File: config.mk
export PLATFORM = sky130hd
export DESIGN_NAME = microrocTop
export DESIGN_NICKNAME = d
export VERILOG_FILES = /design/src/microrocPkg.sv /design/src/srBusIf.sv /design/src/scLoader.sv /design/src/rrLoader.sv /design/src/srArbiter.sv /design/src/srShifter.sv /design/src/daqControl.sv /design/src/ramReadout.sv /design/src/microrocTop.sv
export SDC_FILE = /design/constraint.sdc
export NUM_CORES = 1
export LEC_CHECK = 0
export BUFFER_PORTS_ARGS = -buffer_cell sky130_fd_sc_hd__buf_4
export CAP_MARGIN = 20
export CORE_MARGIN = 2
export CORE_UTILIZATION = 30
export CTS_BUF_LIST = sky130_fd_sc_hd__clkbuf_8
export CTS_CLUSTER_SIZE = 40
export DETAILED_ROUTE_END_ITERATION = 7
export GPL_TIMING_DRIVEN = 0
export HOLD_SLACK_MARGIN = 0.06
export PLACE_DENSITY_LB_ADDON = 0.05
export SLEW_MARGIN = 20
export SYNTH_ARGS = -nofsm -noshare
export SYNTH_HDL_FRONTEND = slang
export SYNTH_SLANG_ARGS = --single-unit
File: constraint.sdc
create_clock -name Clk -period 3.3 [get_ports Clk]
set_input_delay 0 -clock Clk [delete_from_list [all_inputs] [get_ports Clk]]
set_output_delay 0 -clock Clk [all_outputs]
set_load 0.005 [all_outputs]
File: src/microrocPkg.sv
package microrocPkg;

   //////////////////////////////////////////////////
   // Widths fixed by the ASIC
   typedef logic [15:0] srWordT;    // Serial register word, MSB first
   typedef logic [2:0]  chipCntT;   // Chips in the chain, 0 counts as 1
   typedef logic [5:0]  chnT;       // Probed channel index
   typedef logic [15:0] acqTimeT;   // START_ACQ length in Clk cycles
   typedef logic [15:0] ramWordT;   // Parallel RAM readout word

   //////////////////////////////////////////////////
   // Frame and timing constants
   localparam int SC_WORDS      = 4;   // 64-bit slow-control image per chip
   localparam int RR_WORDS      = 4;   // 64 channels, one-hot
   localparam int PWR_SETTLE    = 4;   // Power-on to START_ACQ
   localparam int SR_RST_CYCLES = 2;   // SR_RSTB low time before a frame

   //////////////////////////////////////////////////
   // State machines
   typedef enum logic [2:0] {
      daqIdle,
      daqPowerUp,
      daqAcquire,
      daqReadout,
      daqPowerDown
   } daqStateT;

   typedef enum logic [1:0] {
      srIdle,
      srRegReset,
      srShift,
      srAck
   } srStateT;

endpackage

File: src/srBusIf.sv
`timescale 1ns/10ps

interface srBusIf;
   logic                req;     // Word request, four-phase
   logic                ack;     // Word fully shifted
   logic                sel;     // 1 slow control, 0 read register
   logic                first;   // First word of a frame
   microrocPkg::srWordT data;    // Word to shift, MSB first

   modport client (
      output req,
      output sel,
      output first,
      output data,
      input  ack
   );

   modport server (
      input  req,
      input  sel,
      input  first,
      input  data,
      output ack
   );
endinterface

File: src/scLoader.sv
`timescale 1ns/10ps

module scLoader (
   input  logic                 Clk,
   input  logic                 rstN,
   input  logic                 startLoad,
   input  microrocPkg::chipCntT asicNum,
   input  logic [63:0]          scConfig,
   output logic                 configDone,
   srBusIf.client               bus
);
   logic                 busy;       // Frame in progress
   logic                 lastWord;   // Final word of the chain acked
   logic [1:0]           wordIdx;    // Word within one chip image
   microrocPkg::chipCntT chipIdx;    // Chip being loaded
   microrocPkg::chipCntT lastChip;

   assign lastChip = (asicNum == '0) ? '0 : asicNum - 3'd1;   // Zero chips read as one
   assign bus.sel  = 1'b1;                                     // Slow-control register
   assign bus.data = scConfig[(microrocPkg::SC_WORDS - 1 - wordIdx) * 16 +: 16];   // MSB word first

   always_ff @(posedge Clk or negedge rstN) begin
      if (!rstN) begin
         busy       <= 1'b0;
         lastWord   <= 1'b0;
         wordIdx    <= '0;
         chipIdx    <= '0;
         configDone <= 1'b0;
         bus.req    <= 1'b0;
         bus.first  <= 1'b0;
      end else if (startLoad && !busy) begin
         busy       <= 1'b1;
         lastWord   <= 1'b0;
         wordIdx    <= '0;
         chipIdx    <= '0;
         configDone <= 1'b0;             // Cleared for the new load
         bus.req    <= 1'b1;
         bus.first  <= 1'b1;             // Only the very first word
      end else if (busy) begin
         if (bus.req && bus.ack) begin   // Phase 3, drop req
            bus.req   <= 1'b0;
            bus.first <= 1'b0;
            if (wordIdx == 2'(microrocPkg::SC_WORDS - 1)) begin
               wordIdx <= '0;
               if (chipIdx == lastChip) begin
                  lastWord <= 1'b1;
               end else begin
                  chipIdx <= chipIdx + 3'd1;
               end
            end else begin
               wordIdx <= wordIdx + 2'd1;
            end
         end else if (!bus.req && !bus.ack) begin   // Ack has fallen
            if (lastWord) begin
               busy       <= 1'b0;
               configDone <= 1'b1;
            end else begin
               bus.req <= 1'b1;          // Re-raise at once to keep the grant
            end
         end
      end
   end

endmodule

File: src/rrLoader.sv
`timescale 1ns/10ps

module rrLoader (
   input  logic                 Clk,
   input  logic                 rstN,
   input  logic                 startRead,
   input  microrocPkg::chipCntT asicNum,
   input  microrocPkg::chnT     probeChn,
   srBusIf.client               bus
);
   logic                 busy;
   logic                 lastWord;
   logic [1:0]           wordIdx;
   microrocPkg::chipCntT chipIdx;
   microrocPkg::chipCntT lastChip;
   logic [63:0]          image;      // One-hot channel image

   assign image    = 64'(1) << probeChn;
   assign lastChip = (asicNum == '0) ? '0 : asicNum - 3'd1;
   assign bus.sel  = 1'b0;           // Read register
   assign bus.data = image[(microrocPkg::RR_WORDS - 1 - wordIdx) * 16 +: 16];

   always_ff @(posedge Clk or negedge rstN) begin
      if (!rstN) begin
         busy      <= 1'b0;
         lastWord  <= 1'b0;
         wordIdx   <= '0;
         chipIdx   <= '0;
         bus.req   <= 1'b0;
         bus.first <= 1'b0;
      end else if (startRead && !busy) begin
         busy      <= 1'b1;
         lastWord  <= 1'b0;
         wordIdx   <= '0;
         chipIdx   <= '0;
         bus.req   <= 1'b1;
         bus.first <= 1'b1;
      end else if (busy) begin
         if (bus.req && bus.ack) begin
            bus.req   <= 1'b0;
            bus.first <= 1'b0;
            if (wordIdx == 2'(microrocPkg::RR_WORDS - 1)) begin
               wordIdx <= '0;
               if (chipIdx == lastChip) begin
                  lastWord <= 1'b1;
               end else begin
                  chipIdx <= chipIdx + 3'd1;
               end
            end else begin
               wordIdx <= wordIdx + 2'd1;
            end
         end else if (!bus.req && !bus.ack) begin
            if (lastWord) begin
               busy <= 1'b0;             // Frame complete
            end else begin
               bus.req <= 1'b1;
            end
         end
      end
   end

endmodule

File: src/srArbiter.sv
`timescale 1ns/10ps

module srArbiter (
   input  logic   Clk,
   input  logic   rstN,
   srBusIf.server scBus,
   srBusIf.server rrBus,
   srBusIf.client srBus
);
   logic locked;      // Grant held for a whole frame
   logic owner;       // 1 slow control, 0 read register
   logic lockNext;
   logic ownerNext;
   logic ownReq;      // Req of the granted loader
   logic ackDly;
   logic chkReq;      // Cycle after ack fell, req must be back

   assign ownReq = owner ? scBus.req : rrBus.req;

   always_comb begin
      lockNext  = locked;
      ownerNext = owner;
      if (!locked) begin
         if (scBus.req && scBus.first) begin          // Slow control wins a tie
            lockNext  = 1'b1;
            ownerNext = 1'b1;
         end else if (rrBus.req && rrBus.first) begin
            lockNext  = 1'b1;
            ownerNext = 1'b0;
         end
      end else if (chkReq && !ownReq) begin            // No follow-up word
         lockNext = 1'b0;
      end
   end

   always_ff @(posedge Clk or negedge rstN) begin
      if (!rstN) begin
         locked    <= 1'b0;
         owner     <= 1'b0;
         ackDly    <= 1'b0;
         chkReq    <= 1'b0;
         srBus.req <= 1'b0;
      end else begin
         locked    <= lockNext;
         owner     <= ownerNext;
         ackDly    <= srBus.ack;
         chkReq    <= ackDly && !srBus.ack;           // Falling edge of ack
         srBus.req <= lockNext && (ownerNext ? scBus.req : rrBus.req);   // One cycle late
      end
   end

   // Payload follows the owner, ack goes straight back
   assign srBus.sel   = owner ? scBus.sel : rrBus.sel;
   assign srBus.first = owner ? scBus.first : rrBus.first;
   assign srBus.data  = owner ? scBus.data : rrBus.data;
   assign scBus.ack   = locked && owner && srBus.ack;
   assign rrBus.ack   = locked && !owner && srBus.ack;

endmodule

File: src/srShifter.sv
`timescale 1ns/10ps

module srShifter (
   input  logic   Clk,
   input  logic   rstN,
   srBusIf.server bus,
   output logic   srSelect,
   output logic   srRstB,
   output logic   srCk,
   output logic   srIn
);
   microrocPkg::srStateT state;
   microrocPkg::srWordT  shiftReg;   // MSB drives SR_IN
   logic [3:0]           cnt;        // Reset cycles, then bit count

   assign srIn = shiftReg[15];

   always_ff @(posedge Clk or negedge rstN) begin
      if (!rstN) begin
         state    <= microrocPkg::srIdle;
         shiftReg <= '0;
         cnt      <= '0;
         srSelect <= 1'b0;
         srRstB   <= 1'b1;
         srCk     <= 1'b0;
         bus.ack  <= 1'b0;
      end else begin
         case (state)
            microrocPkg::srIdle: begin
               if (bus.req) begin
                  shiftReg <= bus.data;
                  cnt      <= '0;
                  if (bus.first) begin
                     srSelect <= bus.sel;                 // Held for the frame
                     srRstB   <= 1'b0;
                     state    <= microrocPkg::srRegReset;
                  end else begin
                     state <= microrocPkg::srShift;
                  end
               end
            end
            microrocPkg::srRegReset: begin
               if (cnt == 4'(microrocPkg::SR_RST_CYCLES - 1)) begin
                  srRstB <= 1'b1;
                  cnt    <= '0;
                  state  <= microrocPkg::srShift;
               end else begin
                  cnt <= cnt + 4'd1;
               end
            end
            microrocPkg::srShift: begin
               srCk <= ~srCk;                              // Clk divided by 2
               if (srCk) begin                             // Falling edge, next bit
                  shiftReg <= {shiftReg[14:0], 1'b0};
                  cnt      <= cnt + 4'd1;
                  if (cnt == 4'd15) begin
                     state <= microrocPkg::srAck;
                  end
               end
            end
            microrocPkg::srAck: begin
               if (!bus.ack) begin
                  bus.ack <= 1'b1;                         // Word done
               end else if (!bus.req) begin
                  bus.ack <= 1'b0;                         // Phase 4
                  state   <= microrocPkg::srIdle;
               end
            end
            default: state <= microrocPkg::srIdle;
         endcase
      end
   end

endmodule

File: src/daqControl.sv
`timescale 1ns/10ps

module daqControl (
   input  logic                 Clk,
   input  logic                 rstN,
   input  logic                 acqStart,
   input  microrocPkg::acqTimeT acqTime,
   input  logic                 chipSatB,
   input  logic                 endReadout,
   output logic                 startAcq,
   output logic                 startReadout,
   output logic                 pwrOn,
   output logic                 acqDone
);
   microrocPkg::daqStateT state;
   microrocPkg::acqTimeT  cnt;   // Settle and acquisition timer

   always_ff @(posedge Clk or negedge rstN) begin
      if (!rstN) begin
         state        <= microrocPkg::daqIdle;
         cnt          <= '0;
         startAcq     <= 1'b0;
         startReadout <= 1'b0;
         pwrOn        <= 1'b0;
         acqDone      <= 1'b0;
      end else begin
         acqDone <= 1'b0;                                // Single-cycle pulse
         case (state)
            microrocPkg::daqIdle: begin
               if (acqStart) begin
                  pwrOn <= 1'b1;                         // Power pulsing on
                  cnt   <= '0;
                  state <= microrocPkg::daqPowerUp;
               end
            end
            microrocPkg::daqPowerUp: begin
               if (cnt == microrocPkg::acqTimeT'(microrocPkg::PWR_SETTLE - 1)) begin
                  startAcq <= 1'b1;
                  cnt      <= '0;
                  state    <= microrocPkg::daqAcquire;
               end else begin
                  cnt <= cnt + 16'd1;
               end
            end
            microrocPkg::daqAcquire: begin
               if (cnt == acqTime - 16'd1 || !chipSatB) begin   // Timeout or chip full
                  startAcq <= 1'b0;
                  state    <= microrocPkg::daqReadout;
               end else begin
                  cnt <= cnt + 16'd1;
               end
            end
            microrocPkg::daqReadout: begin
               if (!startReadout) begin
                  startReadout <= 1'b1;                  // Cycle after START_ACQ falls
               end else if (endReadout) begin
                  startReadout <= 1'b0;
                  state        <= microrocPkg::daqPowerDown;
               end
            end
            microrocPkg::daqPowerDown: begin
               pwrOn   <= 1'b0;
               acqDone <= 1'b1;
               state   <= microrocPkg::daqIdle;
            end
            default: state <= microrocPkg::daqIdle;
         endcase
      end
   end

endmodule

File: src/ramReadout.sv
`timescale 1ns/10ps

module ramReadout (
   input  logic                 Clk,
   input  logic                 rstN,
   input  logic                 doutB,
   input  logic                 transmitOnB,
   input  logic                 extFifoFull,
   output microrocPkg::ramWordT parallelData,
   output logic                 parallelDataEn,
   output logic                 dataLost
);
   microrocPkg::ramWordT shiftReg;   // Incoming bits, first bit ends as MSB
   microrocPkg::ramWordT holdBuf;    // One completed word
   logic [3:0]           bitCnt;
   logic                 pending;    // holdBuf not yet taken
   logic                 wordDone;   // 16th bit sampled this cycle

   assign wordDone     = !transmitOnB && (bitCnt == 4'd15);
   assign parallelData = holdBuf;

   always_ff @(posedge Clk) begin
      if (!transmitOnB) begin
         shiftReg <= {shiftReg[14:0], ~doutB};          // DOUTB is active low
      end
      if (wordDone && !pending) begin
         holdBuf <= {shiftReg[14:0], ~doutB};
      end
   end

   always_ff @(posedge Clk or negedge rstN) begin
      if (!rstN) begin
         bitCnt         <= '0;
         pending        <= 1'b0;
         parallelDataEn <= 1'b0;
         dataLost       <= 1'b0;
      end else begin
         bitCnt         <= transmitOnB ? 4'd0 : bitCnt + 4'd1;   // Realign per transfer
         parallelDataEn <= 1'b0;
         if (pending && !extFifoFull) begin
            parallelDataEn <= 1'b1;                    // Push to external FIFO
            pending        <= 1'b0;
         end
         if (wordDone) begin
            if (pending) begin
               dataLost <= 1'b1;                       // Sticky, new word dropped
            end else begin
               pending <= 1'b1;
            end
         end
      end
   end

endmodule

File: src/microrocTop.sv
`timescale 1ns/10ps

module microrocTop (
   input  logic                 Clk,
   input  logic                 rstN,
   input  logic                 forceReset,
   input  logic                 startLoad,
   input  logic                 startRead,
   input  microrocPkg::chipCntT asicNum,
   input  logic [63:0]          scConfig,
   input  microrocPkg::chnT     probeChn,
   input  logic                 acqStart,
   input  microrocPkg::acqTimeT acqTime,
   input  logic                 CHIPSATB,
   input  logic                 END_READOUT,
   input  logic                 DOUTB,
   input  logic                 TRANSMITONB,
   input  logic                 extFifoFull,
   output logic                 SELECT,
   output logic                 SR_RSTB,
   output logic                 SR_CK,
   output logic                 SR_IN,
   output logic                 PWR_ON,
   output logic                 START_ACQ,
   output logic                 START_READOUT,
   output logic                 RESET_B,
   output logic                 configDone,
   output logic                 acqDone,
   output microrocPkg::ramWordT parallelData,
   output logic                 parallelDataEn,
   output logic                 dataLost
);
   logic daqRstN;   // Board reset or forced chip reset

   assign daqRstN = rstN & ~forceReset;
   assign RESET_B = daqRstN;   // Digital reset to the chip

   //////////////////////////////////////////////////
   // Serial register path
   srBusIf scBus ();
   srBusIf rrBus ();
   srBusIf srBus ();

   scLoader scLoader_inst (
      .Clk        (Clk),
      .rstN       (rstN),
      .startLoad  (startLoad),
      .asicNum    (asicNum),
      .scConfig   (scConfig),
      .configDone (configDone),
      .bus        (scBus.client)
   );

   rrLoader rrLoader_inst (
      .Clk       (Clk),
      .rstN      (rstN),
      .startRead (startRead),
      .asicNum   (asicNum),
      .probeChn  (probeChn),
      .bus       (rrBus.client)
   );

   srArbiter srArbiter_inst (
      .Clk   (Clk),
      .rstN  (rstN),
      .scBus (scBus.server),
      .rrBus (rrBus.server),
      .srBus (srBus.client)
   );

   srShifter srShifter_inst (
      .Clk      (Clk),
      .rstN     (rstN),
      .bus      (srBus.server),
      .srSelect (SELECT),
      .srRstB   (SR_RSTB),
      .srCk     (SR_CK),
      .srIn     (SR_IN)
   );

   //////////////////////////////////////////////////
   // Acquisition and RAM readout
   daqControl daqControl_inst (
      .Clk          (Clk),
      .rstN         (daqRstN),
      .acqStart     (acqStart),
      .acqTime      (acqTime),
      .chipSatB     (CHIPSATB),
      .endReadout   (END_READOUT),
      .startAcq     (START_ACQ),
      .startReadout (START_READOUT),
      .pwrOn        (PWR_ON),
      .acqDone      (acqDone)
   );

   ramReadout ramReadout_inst (
      .Clk            (Clk),
      .rstN           (daqRstN),
      .doutB          (DOUTB),
      .transmitOnB    (TRANSMITONB),
      .extFifoFull    (extFifoFull),
      .parallelData   (parallelData),
      .parallelDataEn (parallelDataEn),
      .dataLost       (dataLost)
   );

endmodule

==> qor.csv, run 1 <==
metric,value,unit
place_worst_setup_slack,414,ps
synthesis.instances,597,
clkLatencyLatePin,390,ps
wl,15800,um
drc,0,
finalNetCount,863,
cts_sinks,111,
wl_per_cell,15.5,um
die-area,21800,sq um
power,5.17,mW
synth-seq-cells,111,
path_cells,clkbuf_1 > buf_1 > mux4_2 > a32oi_1 > nor2_1 > a21oi_1 > o21ai_0,
required,3580,ps
grt_pass1_wl,26100,um
slew_viol_final,0,
powerDensity,662,nW/um^2
synthDominantCellAreaShare,31.9,%
layout_setup_ws,519,ps
crit_family,buffers and inverters,
end_kind,flop,
synth_top_area_cell,dfrtp_1,
yosysWarnings,0,
syn_area,6190,sq um
cts.clk_slew.worst_paths,120,ps
path_max_fanout,10,
async_flop_share,72.1,%
first_global_vias,5191,
fin_cells,1018,
r2r_end,srShifter_inst.shiftReg[15],
swShare,41.0,%
timing.final.crit_share,84.3,%
routed-via-count,5047,
utilization,38.6,%
htree_levels,3,
num_antenna_cells,0,
pwr-share-clk,16.5,%
placed_cell_area,7500,sq um
critPathMaxStageDelay,620,ps
fmax,360,MHz
drtAntennaViolNets,0,
num_io_pins,128,
crit_slowest_cell,buf_1,
antenna_found_initial,0,
peakVddDrop,0.000233,V
netlist_top_cells_count,"79 x dfrtp_1, 58 x nor2_1, 47 x nand2_1",
dp_hpwl,12100,um
synth_edf_count,31,
rsz0062_at_grt,false,
r2r_cells,7,
worst_pin_slew,866,ps
p_comb_share,44.8,%
numCtsBuffers,9,
drt_iter0_drc,190,
p_int,3.05,mW
outcome,finished clean,
drt-pass1-iter-count,4,
power.switching,2.12,mW
fin_area,7800,sq um
setup_violations,0,
drive_gt1_share,24.2,%
syn_nets,717,
path_class,reg -> reg,
synth_area_per_cell,10.4,sq um
cts_root_buf,clkbuf_8,
core.rowCount,52,
critPathBufInv,2,
grt_usage,14.8,%
post_cts_buffers,0,
place_congestion,0.778,
synth_ff_type,dfrtp_1,
worstSetupStartpoint,scLoader_inst.wordIdx[0],
portBuffers,124,
synth_area_leaders,"dfrtp_1 32%, edfxtp_1 15%, mux4_2 5.8%, ha_1 4.0%, o21ai_0 3.6%",
synth.most_common_cell,dfrtp_1,
seq_area_frac_synth,47.4,%
reg2reg_slack,520,ps
grt_remaining_overflow,0,
dp_cells,992,
critPathCapture,srShifter_inst.shiftReg[15],
hold_viol,0,
relSlewSlack,42.2,%
hold_slack,164,ps
die_h,148,um
die_width,148,um
cts_tree,built,
fin_tns_setup,0,ps
min_path_type,in -> reg,
power_leakage,3.37,nW
syn_to_final_growth,26.0,%
cp.depth,7,
seqPwrFrac,38.7,%
yosysUniqueCellTypes,63,
arrival,3060,ps
clock_path_buffers,2,
cap_viol_max_count,0,
grt_max_degree,52,
fin_crit,2780,ps
core-area,20200,sq um
vias_per_cell,4.96,
fin_worst_skew,16.8,ps
critical_path.startpoint_type,flop,
initial_utilization,30.6,%
r2r-start,scLoader_inst.wordIdx[0],
[cells in the final DEF, fill, tap and decap left out, types with 5 or more instances in the layout]
| cell | instances |
|---|---|
| nand3_1 | 12 |
| o21ai_0 | 44 |
| a22oi_1 | 5 |
| xor2_1 | 18 |
| clkbuf_1 | 24 |
| nor2_1 | 57 |
| a221o_1 | 8 |
| a31oi_1 | 10 |
| a21oi_1 | 26 |
| mux2i_1 | 10 |
| inv_1 | 30 |
| and3_1 | 11 |
| xnor2_1 | 16 |
| dlygate4sd3_1 | 10 |
| buf_4 | 124 |
| dfrtp_1 | 79 |
| nand2b_1 | 6 |
| nand4_1 | 10 |
| nor3_1 | 14 |
| mux4_2 | 16 |
| nor2b_1 | 10 |
| a21o_1 | 5 |
| nand2_1 | 47 |
| nor4_1 | 7 |
| ha_1 | 20 |
| edfxtp_1 | 31 |
| clkbuf_8 | 9 |
[worst min-delay path, stage by stage]
cell and delay [ps]:
buf_4 100, nor3b_1 80, a22oi_1 250, o31ai_1 90
[flip-flops by register name (all words and copies together) (netlist names), 2 cells and up]
signal	count
ramReadout_inst.bitCnt	4
srShifter_inst.shiftReg	16
rrLoader_inst.chipIdx	3
scLoader_inst.wordIdx	2
srShifter_inst.state	2
daqControl_inst.cnt	16
daqControl_inst.state	3
rrLoader_inst.wordIdx	2
srShifter_inst.cnt	4
ramReadout_inst.shiftReg	15
ramReadout_inst.parallelData	16
scLoader_inst.chipIdx	3
[per-layer routing]
metal | vias to the layer above | share of wire (%) | track usage, %
met3 | 13 | 4.4 | 3.18
met2 | 122 | 49 | 25.1
li1 | 2480 | - | -
met5 | - | 0 | 0
met1 | 2432 | 46 | 19.2
met4 | 0 | 1.2 | 3.94
[power by group through the flow]
stage	sequential (mW)	clock [mW]	combinational, mW
finish	2.00	0.854	2.31
global placement	2.02	0	2.28
CTS	2.00	0.898	2.35
global route	2.05	0.953	2.62
floorplan	1.96	0	1.64
detailed placement	2.02	0	2.34
[final cells by class]
cell class | count | area [sq um]
buffer | 30 | 121
clock buffer | 9 | 124
clock inverter | 7 | 81.3
fill | 2012 | 12400
inverter | 30 | 113
multi-input combinational | 426 | 3040
sequential | 111 | 2930
tap | 270 | 338
timing repair buffer | 135 | 1050
[logic make-up (layout without fill, tap and decap cells)]
logic type,count (synthesis),count (layout),synth area share (%)
AND/OR/NAND/NOR,201,201,16.4
buffers and inverters,60,211,3.78
flip-flops,111,111,47.4
AO/OA/AOI/OAI,143,143,15.9
adder cells (fa/ha/maj),20,20,4.04
multiplexers,28,28,7.80
XOR/XNOR,34,34,4.81
[how the worst min path moves through the flow]
| stage | from | end | cells after the start |
|---|---|---|---|
| CTS | probeChn[2] | srShifter_inst.shiftReg[0] | 4 |
| global placement | rstN | srShifter_inst.srSelect | 1 |
| floorplan | rstN | rrLoader_inst.bus.first | 0 |
| finish | probeChn[2] | srShifter_inst.shiftReg[0] | 4 |
| detailed placement | forceReset | daqControl_inst.cnt[9] | 2 |
| global route | probeChn[3] | srShifter_inst.shiftReg[0] | 4 |
[repair_timing]
| item | CTS | global route |
|---|---|---|
| hold endpoints to repair | 108 | 0 |
| resized for setup | 0 | 0 |
| hold buffers | 10 | 0 |
Power figures use the tool's default switching activity.
==> run 2, diff against run 1 <==
==> constraint.sdc (replaced) <==
create_clock -name Clk -period 2.6 [get_ports Clk]
set_input_delay 0 -clock Clk [delete_from_list [all_inputs] [get_ports Clk]]
set_output_delay 0 -clock Clk [all_outputs]
set_load 0.005 [all_outputs]
==> qor.csv, run 2 (synthesis gave the netlist of run 1 again) <==
metric,value,unit,change
outcome,finished clean,,
regArea,2940,sq um,about the same
core.rowCount,52,,unchanged
numCtsBuffers,9,,unchanged
vias_per_cell,4.94,,-0.32%
fin_tns_setup,0,ps,unchanged
r2r-start,daqControl_inst.cnt[7],,
clkLatencyLatePin,390,ps,about the same
dp_hpwl,12100,um,unchanged
drt-pass1-iter-count,4,,unchanged
placed_cell_area,7500,sq um,unchanged
hold_slack,163,ps,-0.630 ps
fin_area,7820,sq um,+0.14%
power.switching,2.69,mW,+27%
crit_slowest_cell,a2111oi_4,,
layout_common_cells,"124 x buf_4, 78 x dfrtp_1, 57 x nor2_1",,
die_width,148,um,unchanged
min_path_type,in -> reg,,
fillers,2005,,-0.35%
path_max_fanout,10,,unchanged
hold_viol,0,,unchanged
fin_crit,2460,ps,-320 ps
path_class,reg -> reg,,
grt_pass1_wl,26100,um,unchanged
fin_worst_skew,16.7,ps,-0.0150 ps
final_common_cell,buf_4,,
fmax,406,MHz,+13%
drtAntennaViolNets,0,,unchanged
fin_cells,1017,,-0.098%
timing.final.crit_share,94.6,%,+10 points
min_from,probeChn[2],,
grt_usage,14.8,%,unchanged
first_global_vias,5191,,unchanged
critPathMaxStageDelay,460,ps,-160 ps
setup_violations,0,,unchanged
power_leakage,3.38,nW,+0.15%
clock_path_buffers,2,,unchanged
slew_viol_final,0,,unchanged
seqPwrFrac,38.7,%,about the same
arrival,2760,ps,-300 ps
die_h,148,um,unchanged
rsz0062_at_grt,true,,
dp_cells,992,,unchanged
relSlewSlack,42.2,%,about the same
critical_path.startpoint_type,flop,,
portBuffers,124,,unchanged
drt_iter0_drc,242,,+27%
htree_levels,3,,unchanged
cts_root_buf,clkbuf_8,,
place_congestion,0.778,,unchanged
end_kind,flop,,
num_io_pins,128,,unchanged
powerDensity,842,nW/um^2,+27%
drc,0,,unchanged
swShare,40.9,%,about the same
num_antenna_cells,0,,unchanged
multiInputGateArea,3050,sq um,+0.25%
path_cells,clkbuf_1 > nand2b_1 > a21oi_1 > and3b_1 > a22oi_1 > a2111oi_4 > a21oi_4 > clkbuf_4 > nor3_1 > nor2_1,,
wl_per_cell,15.5,um,-0.16%
cts_tree,built,,
cts.clk_slew.worst_paths,120,ps,about the same
power,6.58,mW,+27%
p_comb_share,44.8,%,about the same
drive_gt1_share,24.9,%,+0.70 points
die-area,21800,sq um,unchanged
worstSetupStartpoint,daqControl_inst.cnt[7],,
initial_utilization,30.6,%,unchanged
cts_sinks,111,,unchanged
grt_remaining_overflow,0,,unchanged
pwr-share-clk,16.5,%,about the same
worst_pin_slew,866,ps,+0.0282 ps
routed-via-count,5026,,-0.42%
cap_viol_max_count,0,,unchanged
wl,15700,um,-0.26%
core-area,20200,sq um,unchanged
finalNetCount,862,,-0.12%
antenna_found_initial,0,,unchanged
syn_to_final_growth,26.2,%,
p_int,3.89,mW,+27%
peakVddDrop,0.000296,V,+27%
grt_max_degree,52,,unchanged
required,2900,ps,-680 ps
[run 2: changes by cell type in the layout (fill, tap and decap cells not counted), sizes merged]
cell	previous run	this run
buf	131	130
[run 2: stage by stage]
step,setup slack [ps],utilization [%]
after CTS,29.6,38.6
after global placement,-817,36.9
final,140,38.6
after floorplan,239,-
after detailed placement,-286,37.1
after global routing,-3.64,38.6
[run 2: metal layers]
metal / global-route usage, % / wire [um]
met5: 0 / 0
met4: 3.94 / 184
met3: 3.18 / 717
met2: 25.1 / 7690
met1: 19.2 / 7120
[run 2: worst paths after layout]
path | endpoint | slack (ps) | cells after the start
max in group asynchronous | daqControl_inst.cnt[0] | 1460 | 4
setup / recovery | daqControl_inst.startAcq | 140 | 10
hold reg to reg | ramReadout_inst.parallelData[15] | 440 | 0
min in group asynchronous | srShifter_inst.srSelect | 170 | 2
hold / removal | srShifter_inst.shiftReg[0] | 160 | 4
setup reg to reg | daqControl_inst.startAcq | 140 | 10
[run 2: timing repair]
item | 4_1_cts | 5_1_grt
hold buffers | 10 | 0
endpoints found under the setup margin | 8 | 17
buffers inserted | 0 | 0
pin swaps | 0 | 0
gates resized for setup | 2 | 6
hold endpoints to repair | 108 | 0
[run 2: critical path: cells and delay by family, from the launching register on]
family / cells / cell delay (ps)
simple gates: 4 / 640
flops: 1 / 340
buf+inv: 2 / 590
compound gates: 4 / 790
[run 2: power groups by stage]
stage	Sequential [mW]	Clock, mW	Combinational [mW]
after floorplan	2.48	0	2.09
after global placement	2.56	0	2.89
after detailed placement	2.57	0	2.97
after CTS	2.54	1.14	2.99
after global routing	2.61	1.21	3.34
final	2.55	1.09	2.95
[run 2: cell type report]
class                   count  share of cell area [%]
multi-input cells         426                    39.0
flip-flops and latches    111                    37.6
repair buffers            135                    13.4
well taps                 270                    4.32
clock buffers               9                    1.59
plain buffers              29                    1.59
inverters                  30                    1.44
clock inverters             7                    1.04
==> run 3, diff against run 2 <==
--- a/config.mk
+++ b/config.mk
@@ -14,7 +14,6 @@
 export DETAILED_ROUTE_END_ITERATION = 7
 export GPL_TIMING_DRIVEN = 0
 export HOLD_SLACK_MARGIN = 0.06
-export PLACE_DENSITY_LB_ADDON = 0.05
 export SLEW_MARGIN = 20
 export SYNTH_ARGS = -nofsm -noshare
 export SYNTH_HDL_FRONTEND = slang
==> qor.csv, run 3 (synthesis gave the netlist of run 1 again) <==
metric,value,unit,change
outcome,finished clean,,
path_max_fanout,10,,unchanged
fin_cells,1020,,+0.29%
antenna_found_initial,0,,unchanged
p_int,3.87,mW,-0.46%
peakVddDrop,0.000471,V,+59%
arrival,2760,ps,about the same
routed-via-count,5006,,-0.40%
busiest_layer,met2,,
dp_hpwl,11400,um,-5.7%
setup_violations,0,,unchanged
grt_pass1_wl,24600,um,-5.5%
drtAntennaViolNets,0,,unchanged
cts_tree,built,,
min_path_type,in -> reg,,
cts.clk_slew.worst_paths,120,ps,about the same
relSlewSlack,48.5,%,+6.3 points
met3_usage,2.96,%,-0.22 points
die_h,148,um,unchanged
dp_cells,993,,+0.10%
end_kind,flop,,
wl,15100,um,-4.1%
grt_usage,14.0,%,-0.79 points
fin_crit,2470,ps,+12.8 ps
use_met1,20.1,%,+0.88 points
final_common_cell,buf_4,,
core.rowCount,52,,unchanged
num_io_pins,128,,unchanged
fin_worst_skew,11.5,ps,-5.21 ps
num_antenna_cells,0,,unchanged
clkLatencyLatePin,390,ps,about the same
core-area,20200,sq um,unchanged
layout_common_cells,"127 x buf_4, 77 x dfrtp_1, 57 x nor2_1",,
hold_slack,109,ps,-54.3 ps
fin_tns_setup,0,ps,unchanged
pwr-share-clk,15.9,%,-0.6 points
timing.final.crit_share,95.1,%,+0.49 points
power.switching,2.62,mW,-2.9%
first_global_vias,4793,,-7.7%
grtUsageMet2,21.7,%,-3.3 points
cts_root_buf,clkbuf_8,,
drt-pass1-iter-count,5,,+1
die-area,21800,sq um,unchanged
slew_viol_final,0,,unchanged
swShare,40.3,%,-0.60 points
initial_utilization,30.6,%,unchanged
cap_viol_max_count,0,,unchanged
drt_iter0_drc,305,,+26%
path_class,reg -> reg,,
hold_viol,0,,unchanged
power,6.48,mW,-1.5%
drive_gt1_share,25.5,%,+0.57 points
syn_to_final_growth,26.3,%,about the same
grt_max_degree,52,,unchanged
utilization,38.7,%,about the same
required,2890,ps,about the same
p_comb_share,45.0,%,+0.2 points
powerDensity,829,nW/um^2,-1.6%
numCtsBuffers,9,,unchanged
fmax,404,MHz,-0.52%
seqPwrFrac,39.0,%,+0.3 points
wl_per_cell,14.8,um,-4.4%
worst_pin_slew,771,ps,-94.6 ps
finalNetCount,865,,+0.35%
drc,0,,unchanged
power_leakage,3.39,nW,+0.43%
htree_levels,3,,unchanged
grt_remaining_overflow,0,,unchanged
portBuffers,124,,unchanged
die_width,148,um,unchanged
critical_path.startpoint_type,flop,,
clock_path_buffers,2,,unchanged
vias_per_cell,4.91,,-0.69%
cts_sinks,111,,unchanged
place_congestion,0.830,,+6.8%
[run 3: worst max-delay path: stages, from the launching register on]
cell	delay (ps)
dfrtp_2	470
xnor2_2	200
a31oi_1	60
nor4_1	330
nand3_1	210
a2111oi_4	450
a21oi_4	170
clkbuf_4	230
nor3_1	160
nor2_1	80
[run 3: worst paths after layout]
kind / startpoint / to / depth (start not counted) / slack (ps)
max: daqControl_inst.cnt[4] / daqControl_inst.startAcq / 9 / 130
min: probeChn[3] / srShifter_inst.shiftReg[0] / 4 / 110
max reg2reg: daqControl_inst.cnt[4] / daqControl_inst.startAcq / 9 / 130
min reg2reg: ramReadout_inst.shiftReg[14] / ramReadout_inst.parallelData[15] / 0 / 430
max in group asynchronous: rstN / daqControl_inst.cnt[4] / 4 / 1440
min in group asynchronous: rstN / srShifter_inst.shiftReg[8] / 2 / 170
[run 3: repair_timing]
item	CTS	global route
cloned	0	0
gates resized for setup	2	6
setup buffers	0	3
endpoints found under the hold margin	108	0
hold buffers	9	0
pin swaps	0	3
endpoints found under the setup margin	11	10
[run 3: cell type report]
cell class                 instances  area [sq um]
tap                              270           338
clock inverter                     7          66.3
fill                            1974         12400
clock buffer                       9           124
multi-input combinational        426          3050
inverter                          30           113
timing repair buffer             138          1070
buffer                            29           123
sequential                       111          2940
[run 3: per-layer routing]
metal  up-vias  part of all wire (%)
met4         0                   1.2
li1       2491                     -
met2        98                    46
met3        12                   4.3
met5         -                     0
met1      2405                    49
[run 3: through the flow]
stage / instance area (sq um) / worst slack [ps]
after CTS: 7780 / 67.4
after detailed placement: 7500 / -328
after floorplan: 6190 / 239
after global placement: 7460 / -893
after global routing: 7820 / -1.26
final: 7820 / 127
[run 3: power by group through the flow]
stage | clock (mW) | sequential, mW | combinational [mW]
2_1_floorplan | 0 | 2.48 | 2.09
3_3_place_gp | 0 | 2.56 | 2.85
3_5_place_dp | 0 | 2.57 | 2.90
4_1_cts | 1.09 | 2.54 | 2.92
5_1_grt | 1.14 | 2.59 | 3.31
6_report | 1.03 | 2.53 | 2.92
